**src/eval_pkg.sv**
```systemverilog
//////////////////////////////////////////
// Position evaluator shared definitions
//////////////////////////////////////////

package eval_pkg;

   // Board geometry
   localparam int NUM_RANKS        = 8;                                 // One scanner lane per rank
   localparam int SQUARES_PER_RANK = 8;
   localparam int PIECE_WIDTH      = 4;                                 // Bits per square code
   localparam int RANK_WIDTH       = SQUARES_PER_RANK * PIECE_WIDTH;    // 32
   localparam int BOARD_WIDTH      = NUM_RANKS * RANK_WIDTH;            // 256
   localparam int BLACK_BIT        = 3;                                 // Colour bit in a square code

   // Phase blend constants
   localparam int PHASE_MAX     = 62;                                   // Phase clamp
   localparam int RECIP_62      = 16912;                                // 2^20 / 62, truncated
   localparam int RECIP_SHIFT   = 20;
   localparam int BLEND_LATENCY = 5;                                    // Blend pipeline depth

   typedef logic [PIECE_WIDTH-1:0]      piece_t;      // Bit 3 black, bits 2..0 type
   typedef logic [BOARD_WIDTH-1:0]      board_t;      // Square n at bits 4n+3..4n
   typedef logic [RANK_WIDTH-1:0]       rank_t;
   typedef logic signed [19:0]          score_t;      // Lane sums and final eval
   typedef logic [6:0]                  count_t;      // 0..64 pieces
   typedef logic signed [47:0]          blend_t;      // Blend products
   typedef logic [NUM_RANKS-1:0]        lane_mask_t;  // One bit per scanner

   // Piece type field of a square code
   typedef enum logic [2:0] {
      PT_EMPTY  = 3'd0,
      PT_PAWN   = 3'd1,
      PT_KNIGHT = 3'd2,
      PT_BISHOP = 3'd3,
      PT_ROOK   = 3'd4,
      PT_QUEEN  = 3'd5,
      PT_KING   = 3'd6,
      PT_NONE   = 3'd7                                                  // Unused, reads as empty
   } piece_type_t;

   // Material values by piece type, white positive
   localparam score_t MG_VALUE [8] = '{
      20'sd0,                                                           // Empty
      20'sd82,                                                          // Pawn
      20'sd337,                                                         // Knight
      20'sd365,                                                         // Bishop
      20'sd477,                                                         // Rook
      20'sd1025,                                                        // Queen
      20'sd0,                                                           // King
      20'sd0
   };

   localparam score_t EG_VALUE [8] = '{
      20'sd0, 20'sd94, 20'sd281, 20'sd297, 20'sd512, 20'sd936, 20'sd0, 20'sd0
   };

   // Controller states
   typedef enum logic [2:0] {
      IDLE,                                                             // Tracking board_in
      WAIT_START,                                                       // Captured board settles
      WAIT_SCAN,                                                        // Lanes scanning
      WAIT_BLEND,                                                       // Blend pipeline fills
      WAIT_CLEAR                                                        // Result held
   } eval_state_t;

endpackage
```
**src/board_evaluator.sv**
```systemverilog
//////////////////////////////////////////
// Board evaluator top level
//////////////////////////////////////////

`timescale 1ns/1ps

module board_evaluator
(
   input  logic                clk,
   input  logic                reset,
   input  logic                board_valid,
   input  eval_pkg::board_t    board_in,
   input  logic                clear_eval,
   output eval_pkg::score_t    eval,
   output logic                eval_valid
);

   import eval_pkg::*;

   board_t        board;                   // Frozen board from controller
   logic          scan_start;
   lane_mask_t    scan_done;
   score_t        lane_mg [NUM_RANKS];
   score_t        lane_eg [NUM_RANKS];
   count_t        lane_count [NUM_RANKS];

   eval_control eval_control_i
   (
      .clk         (clk),
      .reset       (reset),
      .board_valid (board_valid),
      .board_in    (board_in),
      .clear_eval  (clear_eval),
      .scan_done   (scan_done),
      .board       (board),
      .scan_start  (scan_start),
      .eval_valid  (eval_valid)
   );

   // One scanner per rank, all started together
   for (genvar i = 0; i < NUM_RANKS; i++)
   begin : rank_scanner_g
      rank_scanner rank_scanner_i
      (
         .clk        (clk),
         .reset      (reset),
         .scan_start (scan_start),
         .board      (board),
         .rank_index (3'(i)),
         .lane_mg    (lane_mg[i]),
         .lane_eg    (lane_eg[i]),
         .lane_count (lane_count[i]),
         .scan_done  (scan_done[i])
      );
   end

   phase_blend phase_blend_i
   (
      .clk        (clk),
      .lane_mg    (lane_mg),
      .lane_eg    (lane_eg),
      .lane_count (lane_count),
      .eval       (eval)
   );

endmodule

```
**src/phase_blend.sv**
```systemverilog
//////////////////////////////////////////
// Midgame/endgame phase blend
//////////////////////////////////////////

`timescale 1ns/1ps

module phase_blend
(
   input  logic                clk,
   input  eval_pkg::score_t    lane_mg [eval_pkg::NUM_RANKS],
   input  eval_pkg::score_t    lane_eg [eval_pkg::NUM_RANKS],
   input  eval_pkg::count_t    lane_count [eval_pkg::NUM_RANKS],
   output eval_pkg::score_t    eval
);

   import eval_pkg::*;

   score_t    mg_sum;              // Lane totals, combinational
   score_t    eg_sum;
   count_t    count_sum;
   score_t    mg_t1;
   score_t    eg_t1;
   count_t    phase_t1;            // Clamped non-pawn count
   blend_t    prod_mg_t2;
   blend_t    prod_eg_t2;
   blend_t    sum_t3;
   blend_t    scaled_t4;           // Sum times 2^20/62
   blend_t    round_bias;          // Makes the shift truncate toward zero

   // Adder tree over the lanes
   always_comb
   begin
      mg_sum    = '0;
      eg_sum    = '0;
      count_sum = '0;
      for (int r = 0; r < NUM_RANKS; r++)
      begin
         mg_sum    = mg_sum + lane_mg[r];
         eg_sum    = eg_sum + lane_eg[r];
         count_sum = count_sum + lane_count[r];
      end
   end

   // Stage 1, totals and phase clamp
   always_ff @(posedge clk)
   begin
      mg_t1 <= mg_sum;
      eg_t1 <= eg_sum;
      if (count_sum > count_t'(PHASE_MAX))
         phase_t1 <= count_t'(PHASE_MAX);
      else
         phase_t1 <= count_sum;
   end

   // Stage 2, weight each half by phase
   always_ff @(posedge clk)
   begin
      prod_mg_t2 <= blend_t'(mg_t1) * blend_t'(phase_t1);
      prod_eg_t2 <= blend_t'(eg_t1) * blend_t'(count_t'(PHASE_MAX) - phase_t1);
   end

   // Stage 3
   always_ff @(posedge clk)
   begin
      sum_t3 <= prod_mg_t2 + prod_eg_t2;
   end

   // Stage 4, reciprocal multiply in place of divide by 62
   always_ff @(posedge clk)
   begin
      scaled_t4 <= sum_t3 * blend_t'(RECIP_62);
   end

   // Negative values need 2^20 - 1 added before the arithmetic shift
   assign round_bias = scaled_t4[$bits(blend_t)-1] ?
                       blend_t'((1 << RECIP_SHIFT) - 1) : '0;

   // Stage 5
   always_ff @(posedge clk)
   begin
      eval <= score_t'((scaled_t4 + round_bias) >>> RECIP_SHIFT);
   end

endmodule

```
**src/rank_scanner.sv**
```systemverilog
//////////////////////////////////////////
// Serial rank material scanner
//////////////////////////////////////////

`timescale 1ns/1ps

module rank_scanner
(
   input  logic                clk,
   input  logic                reset,
   input  logic                scan_start,
   input  eval_pkg::board_t    board,
   input  logic [2:0]          rank_index,
   output eval_pkg::score_t    lane_mg,
   output eval_pkg::score_t    lane_eg,
   output eval_pkg::count_t    lane_count,
   output logic                scan_done
);

   import eval_pkg::*;

   rank_t                          rank_load;     // This lane's slice of the board
   logic [SQUARES_PER_RANK-1:0]    occ_load;      // Occupied squares at load
   rank_t                          rank_sh;       // Current square in low nibble
   logic [SQUARES_PER_RANK-1:0]    occ_sh;        // Occupancy still to visit
   logic                           busy;
   piece_t                         square;
   piece_type_t                    square_type;
   logic                           last_square;

   assign rank_load = board[rank_index * RANK_WIDTH +: RANK_WIDTH];

   always_comb
   begin
      for (int f = 0; f < SQUARES_PER_RANK; f++)
      begin
         // Codes 7 and 15 count as empty
         occ_load[f] = (rank_load[f * PIECE_WIDTH +: 3] != PT_EMPTY) &&
                       (rank_load[f * PIECE_WIDTH +: 3] != PT_NONE);
      end
   end

   assign square      = rank_sh[PIECE_WIDTH-1:0];
   assign square_type = piece_type_t'(square[2:0]);
   assign last_square = (occ_sh[SQUARES_PER_RANK-1:1] == '0);  // Rest of rank empty

   always_ff @(posedge clk)
   begin
      if (reset)
      begin
         busy      <= 1'b0;
         scan_done <= 1'b0;
      end
      else
      begin
         scan_done <= 1'b0;
         if (scan_start)
            busy <= 1'b1;
         else if (busy && last_square)
         begin
            busy      <= 1'b0;                            // Early finish
            scan_done <= 1'b1;
         end
      end
   end

   // Accumulators double as the held lane results
   always_ff @(posedge clk)
   begin
      if (scan_start)
      begin
         rank_sh    <= rank_load;
         occ_sh     <= occ_load;
         lane_mg    <= '0;
         lane_eg    <= '0;
         lane_count <= '0;
      end
      else if (busy)
      begin
         rank_sh <= rank_sh >> PIECE_WIDTH;               // Next file
         occ_sh  <= occ_sh >> 1;
         if (occ_sh[0])
         begin
            if (square[BLACK_BIT])
            begin
               lane_mg <= lane_mg - MG_VALUE[square_type];
               lane_eg <= lane_eg - EG_VALUE[square_type];
            end
            else
            begin
               lane_mg <= lane_mg + MG_VALUE[square_type];
               lane_eg <= lane_eg + EG_VALUE[square_type];
            end
            if (square_type != PT_PAWN)
               lane_count <= lane_count + 1'b1;           // Phase counts non-pawns only
         end
      end
   end

   a_done_pulse: assert property (@(posedge clk) disable iff (reset)
      scan_done |=> !scan_done)
      else $error("scan_done longer than one cycle");

endmodule

```
**src/eval_control.sv**
```systemverilog
//////////////////////////////////////////
// Evaluation control FSM
//////////////////////////////////////////

`timescale 1ns/1ps

module eval_control
(
   input  logic                   clk,
   input  logic                   reset,
   input  logic                   board_valid,
   input  eval_pkg::board_t       board_in,
   input  logic                   clear_eval,
   input  eval_pkg::lane_mask_t   scan_done,
   output eval_pkg::board_t       board,
   output logic                   scan_start,
   output logic                   eval_valid
);

   import eval_pkg::*;

   eval_state_t   state;
   logic          board_valid_r;       // Previous board_valid for edge detect
   logic          start;
   lane_mask_t    done_lock;           // Sticky per-lane done
   logic [2:0]    blend_count;         // Cycles spent in WAIT_BLEND
   logic          all_done;

   assign start = board_valid & ~board_valid_r;

   // Lock from the previous scan still reads set while scan_start is high
   assign all_done = &done_lock & ~scan_start;

   always_ff @(posedge clk)
   begin
      if (reset)
         board_valid_r <= 1'b0;
      else
         board_valid_r <= board_valid;
   end

   // Board tracks the input until a start is taken, then freezes
   always_ff @(posedge clk)
   begin
      if (state == IDLE)
         board <= board_in;
   end

   always_ff @(posedge clk)
   begin
      if (reset)
         done_lock <= '0;
      else if (scan_start)
         done_lock <= '0;                                // New scan, forget old dones
      else
         done_lock <= done_lock | scan_done;
   end

   // Lock register and WAIT_SCAN exit take two of the blend cycles,
   // and eval_valid rises on the same edge as the last pipeline stage
   always_ff @(posedge clk)
   begin
      if (reset)
      begin
         state       <= IDLE;
         scan_start  <= 1'b0;
         eval_valid  <= 1'b0;
         blend_count <= '0;
      end
      else
      begin
         scan_start <= 1'b0;                             // Single-cycle strobe
         case (state)
            IDLE:
            begin
               blend_count <= '0;
               if (start)
                  state <= WAIT_START;                   // Edges elsewhere ignored
            end
            WAIT_START:
            begin
               scan_start <= 1'b1;
               state      <= WAIT_SCAN;
            end
            WAIT_SCAN:
            begin
               if (all_done)
                  state <= WAIT_BLEND;
            end
            WAIT_BLEND:
            begin
               blend_count <= blend_count + 1'b1;
               if (blend_count == 3'(BLEND_LATENCY - 3))
               begin
                  state      <= WAIT_CLEAR;
                  eval_valid <= 1'b1;
               end
            end
            WAIT_CLEAR:
            begin
               if (clear_eval)
               begin
                  state      <= IDLE;
                  eval_valid <= 1'b0;                    // Drops the cycle after clear
               end
            end
            default:
               state <= IDLE;
         endcase
      end
   end

   // Scanners are only kicked right after the settle cycle
   a_scan_start_slot: assert property (@(posedge clk) disable iff (reset)
      scan_start |-> $past(state) == WAIT_START)
      else $error("scan_start outside its slot");

   a_valid_in_clear: assert property (@(posedge clk) disable iff (reset)
      eval_valid |-> state == WAIT_CLEAR)
      else $error("eval_valid high outside WAIT_CLEAR");

endmodule

```
**config.mk**
```make
export PLATFORM = sky130hd
export DESIGN_NAME = board_evaluator
export DESIGN_NICKNAME = d
export VERILOG_FILES = /design/src/eval_pkg.sv /design/src/board_evaluator.sv /design/src/phase_blend.sv /design/src/rank_scanner.sv /design/src/eval_control.sv
export SDC_FILE = /design/constraint.sdc
export NUM_CORES = 2
export LEC_CHECK = 0
export BUFFER_PORTS_ARGS = -buffer_cell sky130_fd_sc_hd__buf_2
export CORE_AREA = 2 2 375 377
export DETAILED_ROUTE_END_ITERATION = 8
export DIE_AREA = 0 0 377 379
export GPL_TIMING_DRIVEN = 0
export PLACE_DENSITY = 0.77
export SYNTH_ARGS = -nofsm -noshare
export SYNTH_HDL_FRONTEND = slang
export SYNTH_SLANG_ARGS = --single-unit
```
**constraint.sdc**
```tcl
create_clock -name clk -period 23.4 [get_ports clk]
set_input_delay 2.34 -clock clk [delete_from_list [all_inputs] [get_ports clk]]
set_output_delay 2.34 -clock clk [all_outputs]
set_load 0.01 [all_outputs]
```
==> metrics.yaml <==
synth_edf_count: 576
core_um2: 139000
drtAntennaViolNets: 0
layout-drive-gt1-share_pct: 9.23
layout_common_cells: "inv_1 (903), nand2_1 (739), ha_1 (704)"
ctsHoldBuffers: 0
grt_setup_unrepaired: "no"
vias_per_cell: 5.87
clockRootBuffer: "clkbuf_16"
initial_core_util_pct: 59.6
critical_path_peak_fanout: 10
cts.sinks: 1189
cap_violations: 0
nNetsFinal: 10300
async_reset_ff_share_pct: 0
grt-ovfl-total: 0
drc_errors: 0
cts.clk_slew.worst_paths_ps: 60
dieArea_um2: 143000
cts_tree: "done"
critical_path_class: "reg -> reg"
vias: 62800
slew_headroom_pct: 4.56
grt_pass1_wl_um: 356000
cts_buffers: 134
max_freq_mhz: 150
syn2layout_area_growth_pct: 10.3
ys_types: 85
min_period_ps: 6670
slew_viol_final: 0
cts.path.max_buffers: 3
cts_max_level: 4
fin_skew_ps: 53.8
avgSynthCellArea_um2: 9.93
ys_warn_count: 0
hold_path_class: "reg -> reg"
place_congestion: 1.03
period_share_pct: 28.5
seq_area_frac_synth_pct: 35.7
top_level_ports: 281
portBuffers: 279
placed_area_um2: 86700
drt_iter0_drc: 5293
cts.repair.resized: 0
synth_top_flop_cell: "dfxtp_1"
dpl.hpwl_um: 186000
cp.arrival_ps: 7290
status: "complete, no violations"
cp_cell_sequence: "ha_1, nand2_1, or2_2, xor2_1, clkbuf_1, nor2b_1, fa_1, fa_1, fa_1, inv_1, fa_1, inv_1, ha_1, o21a_1, o21ai_0, a21oi_1, o211ai_1, nand4_1, a311oi_1, nor2_1, xor2_1"
syn-instance-count: 8335
fp.dieW_um: 377
grt_start_max_net_pins: 41
grt_usage_pct: 32.6
grt_pass1_vias: 62100
worst_pin_slew_ps: 1430
critPathBufInv: 3
rows: 137
antenna_found_initial: 9
die_h_um: 379
firstDrtPassIters: 8
synthesis.nets: 9837
cpMostUsedCell: "fa_1"
cp_top_family: "adder cells"
cpPeakStageDelay_ps: 610
drt_wl_total_um: 233000
postLayoutCellArea_um2: 91300
cp-start-kind: "flop"
final_common_cell: "inv_1"
cp_slowest_cell: "clkbuf_1"
synth-seq-cells: 1189
hold_violations: 0
cts_setup_buffers: 0
cp.required_ps: 24030
avgRoutedWirePerCell_um: 21.8
end_kind: "flop"
finalSetupViolCount: 0
clk_latency_ps: 830
netlist_area_um2: 82800
-- metal layers --
layer  track usage, %  routed length, um
met1             42.2              95800
met5                0                  0
met3             5.18              17200
met4             16.4              12900
met2             53.3             107000
-- cells in the mapped netlist, drive strengths merged, types with 116 or more instances --
master	number	area share (%)
ha	704	11
clkbuf	198	0.90
mux2	234	3.2
dfxtp	613	15
a21oi	597	3.6
nor2	472	2.1
inv	904	4.1
edfxtp	576	21
o21ai	225	1.4
and2	239	1.8
nand2	739	3.4
fa	538	13
xnor2	378	4.0
nor2b	129	0.97
nand3	116	0.70
a21o	192	1.7
and3	117	0.88
nor3	254	1.5
xor2	149	1.6
-- sequential cells by signal, summed over array words and instances, names as in the netlist, 28 cells and up --
| register | flops |
|---|---|
| eval_control_i.board | 256 |
| phase_blend_i.prod_eg_t2 | 28 |
| phase_blend_i.prod_mg_t2 | 28 |
| phase_blend_i.scaled_t4 | 37 |
| phase_blend_i.sum_t3 | 44 |
| rank_scanner_g.rank_scanner_i.lane_count | 56 |
| rank_scanner_g.rank_scanner_i.lane_eg | 160 |
| rank_scanner_g.rank_scanner_i.lane_mg | 160 |
| rank_scanner_g.rank_scanner_i.occ_sh | 64 |
| rank_scanner_g.rank_scanner_i.rank_sh | 256 |
-- path summary, 6_finish.rpt --
kind,start,end,slack (ps),cells after the start
max,phase_blend_i.phase_t1[0],phase_blend_i.prod_eg_t2[26],16730,21
min,phase_blend_i.sum_t3[3],phase_blend_i.scaled_t4[7],370,0
min reg2reg,phase_blend_i.sum_t3[3],phase_blend_i.scaled_t4[7],370,0
max reg2reg,phase_blend_i.phase_t1[0],phase_blend_i.prod_eg_t2[26],16730,21
-- kinds of logic after synthesis --
| kind of cell | after synthesis | synth area share [%] |
|---|---|---|
| and+or+nand+nor | 2361 | 13.8 |
| AOI/OAI and AO/OA | 1589 | 12.3 |
| adders and majority gates | 1242 | 23.7 |
| DFF | 1189 | 35.7 |
| buffers and inverters | 1147 | 5.21 |
| xor gates and xnor gates | 527 | 5.58 |
| muxes | 279 | 3.73 |
| other | 1 | 0.00453 |
-- final cells by class --
cell class / instances / area (um2)
clock inverters: 82 / 1080
plain buffers: 243 / 922
multi-input cells: 5999 / 48900
clock buffers: 160 / 3500
repair buffers: 303 / 1690
diodes: 3 / 7.51
fillers: 11000 / 47500
well taps: 1807 / 2260
flip-flops and latches: 1189 / 29600
inverters: 904 / 3390
-- stage by stage --
stage	hold WS, ps	setup TNS [ps]	std cells	worst slack (ps)	utilization (%)
floorplan	337	0	8335	4330	-
global placement	360	-509210	10400	-2050	62.3
detailed placement	361	0	10400	16770	62.5
CTS	367	0	10700	16680	65.8
global route	368	0	10700	16380	65.8
finish	366	0	10700	16730	65.8
Power is not shown: default switching activity piles up to over one toggle a cycle in this logic, so the estimate is an artifact.
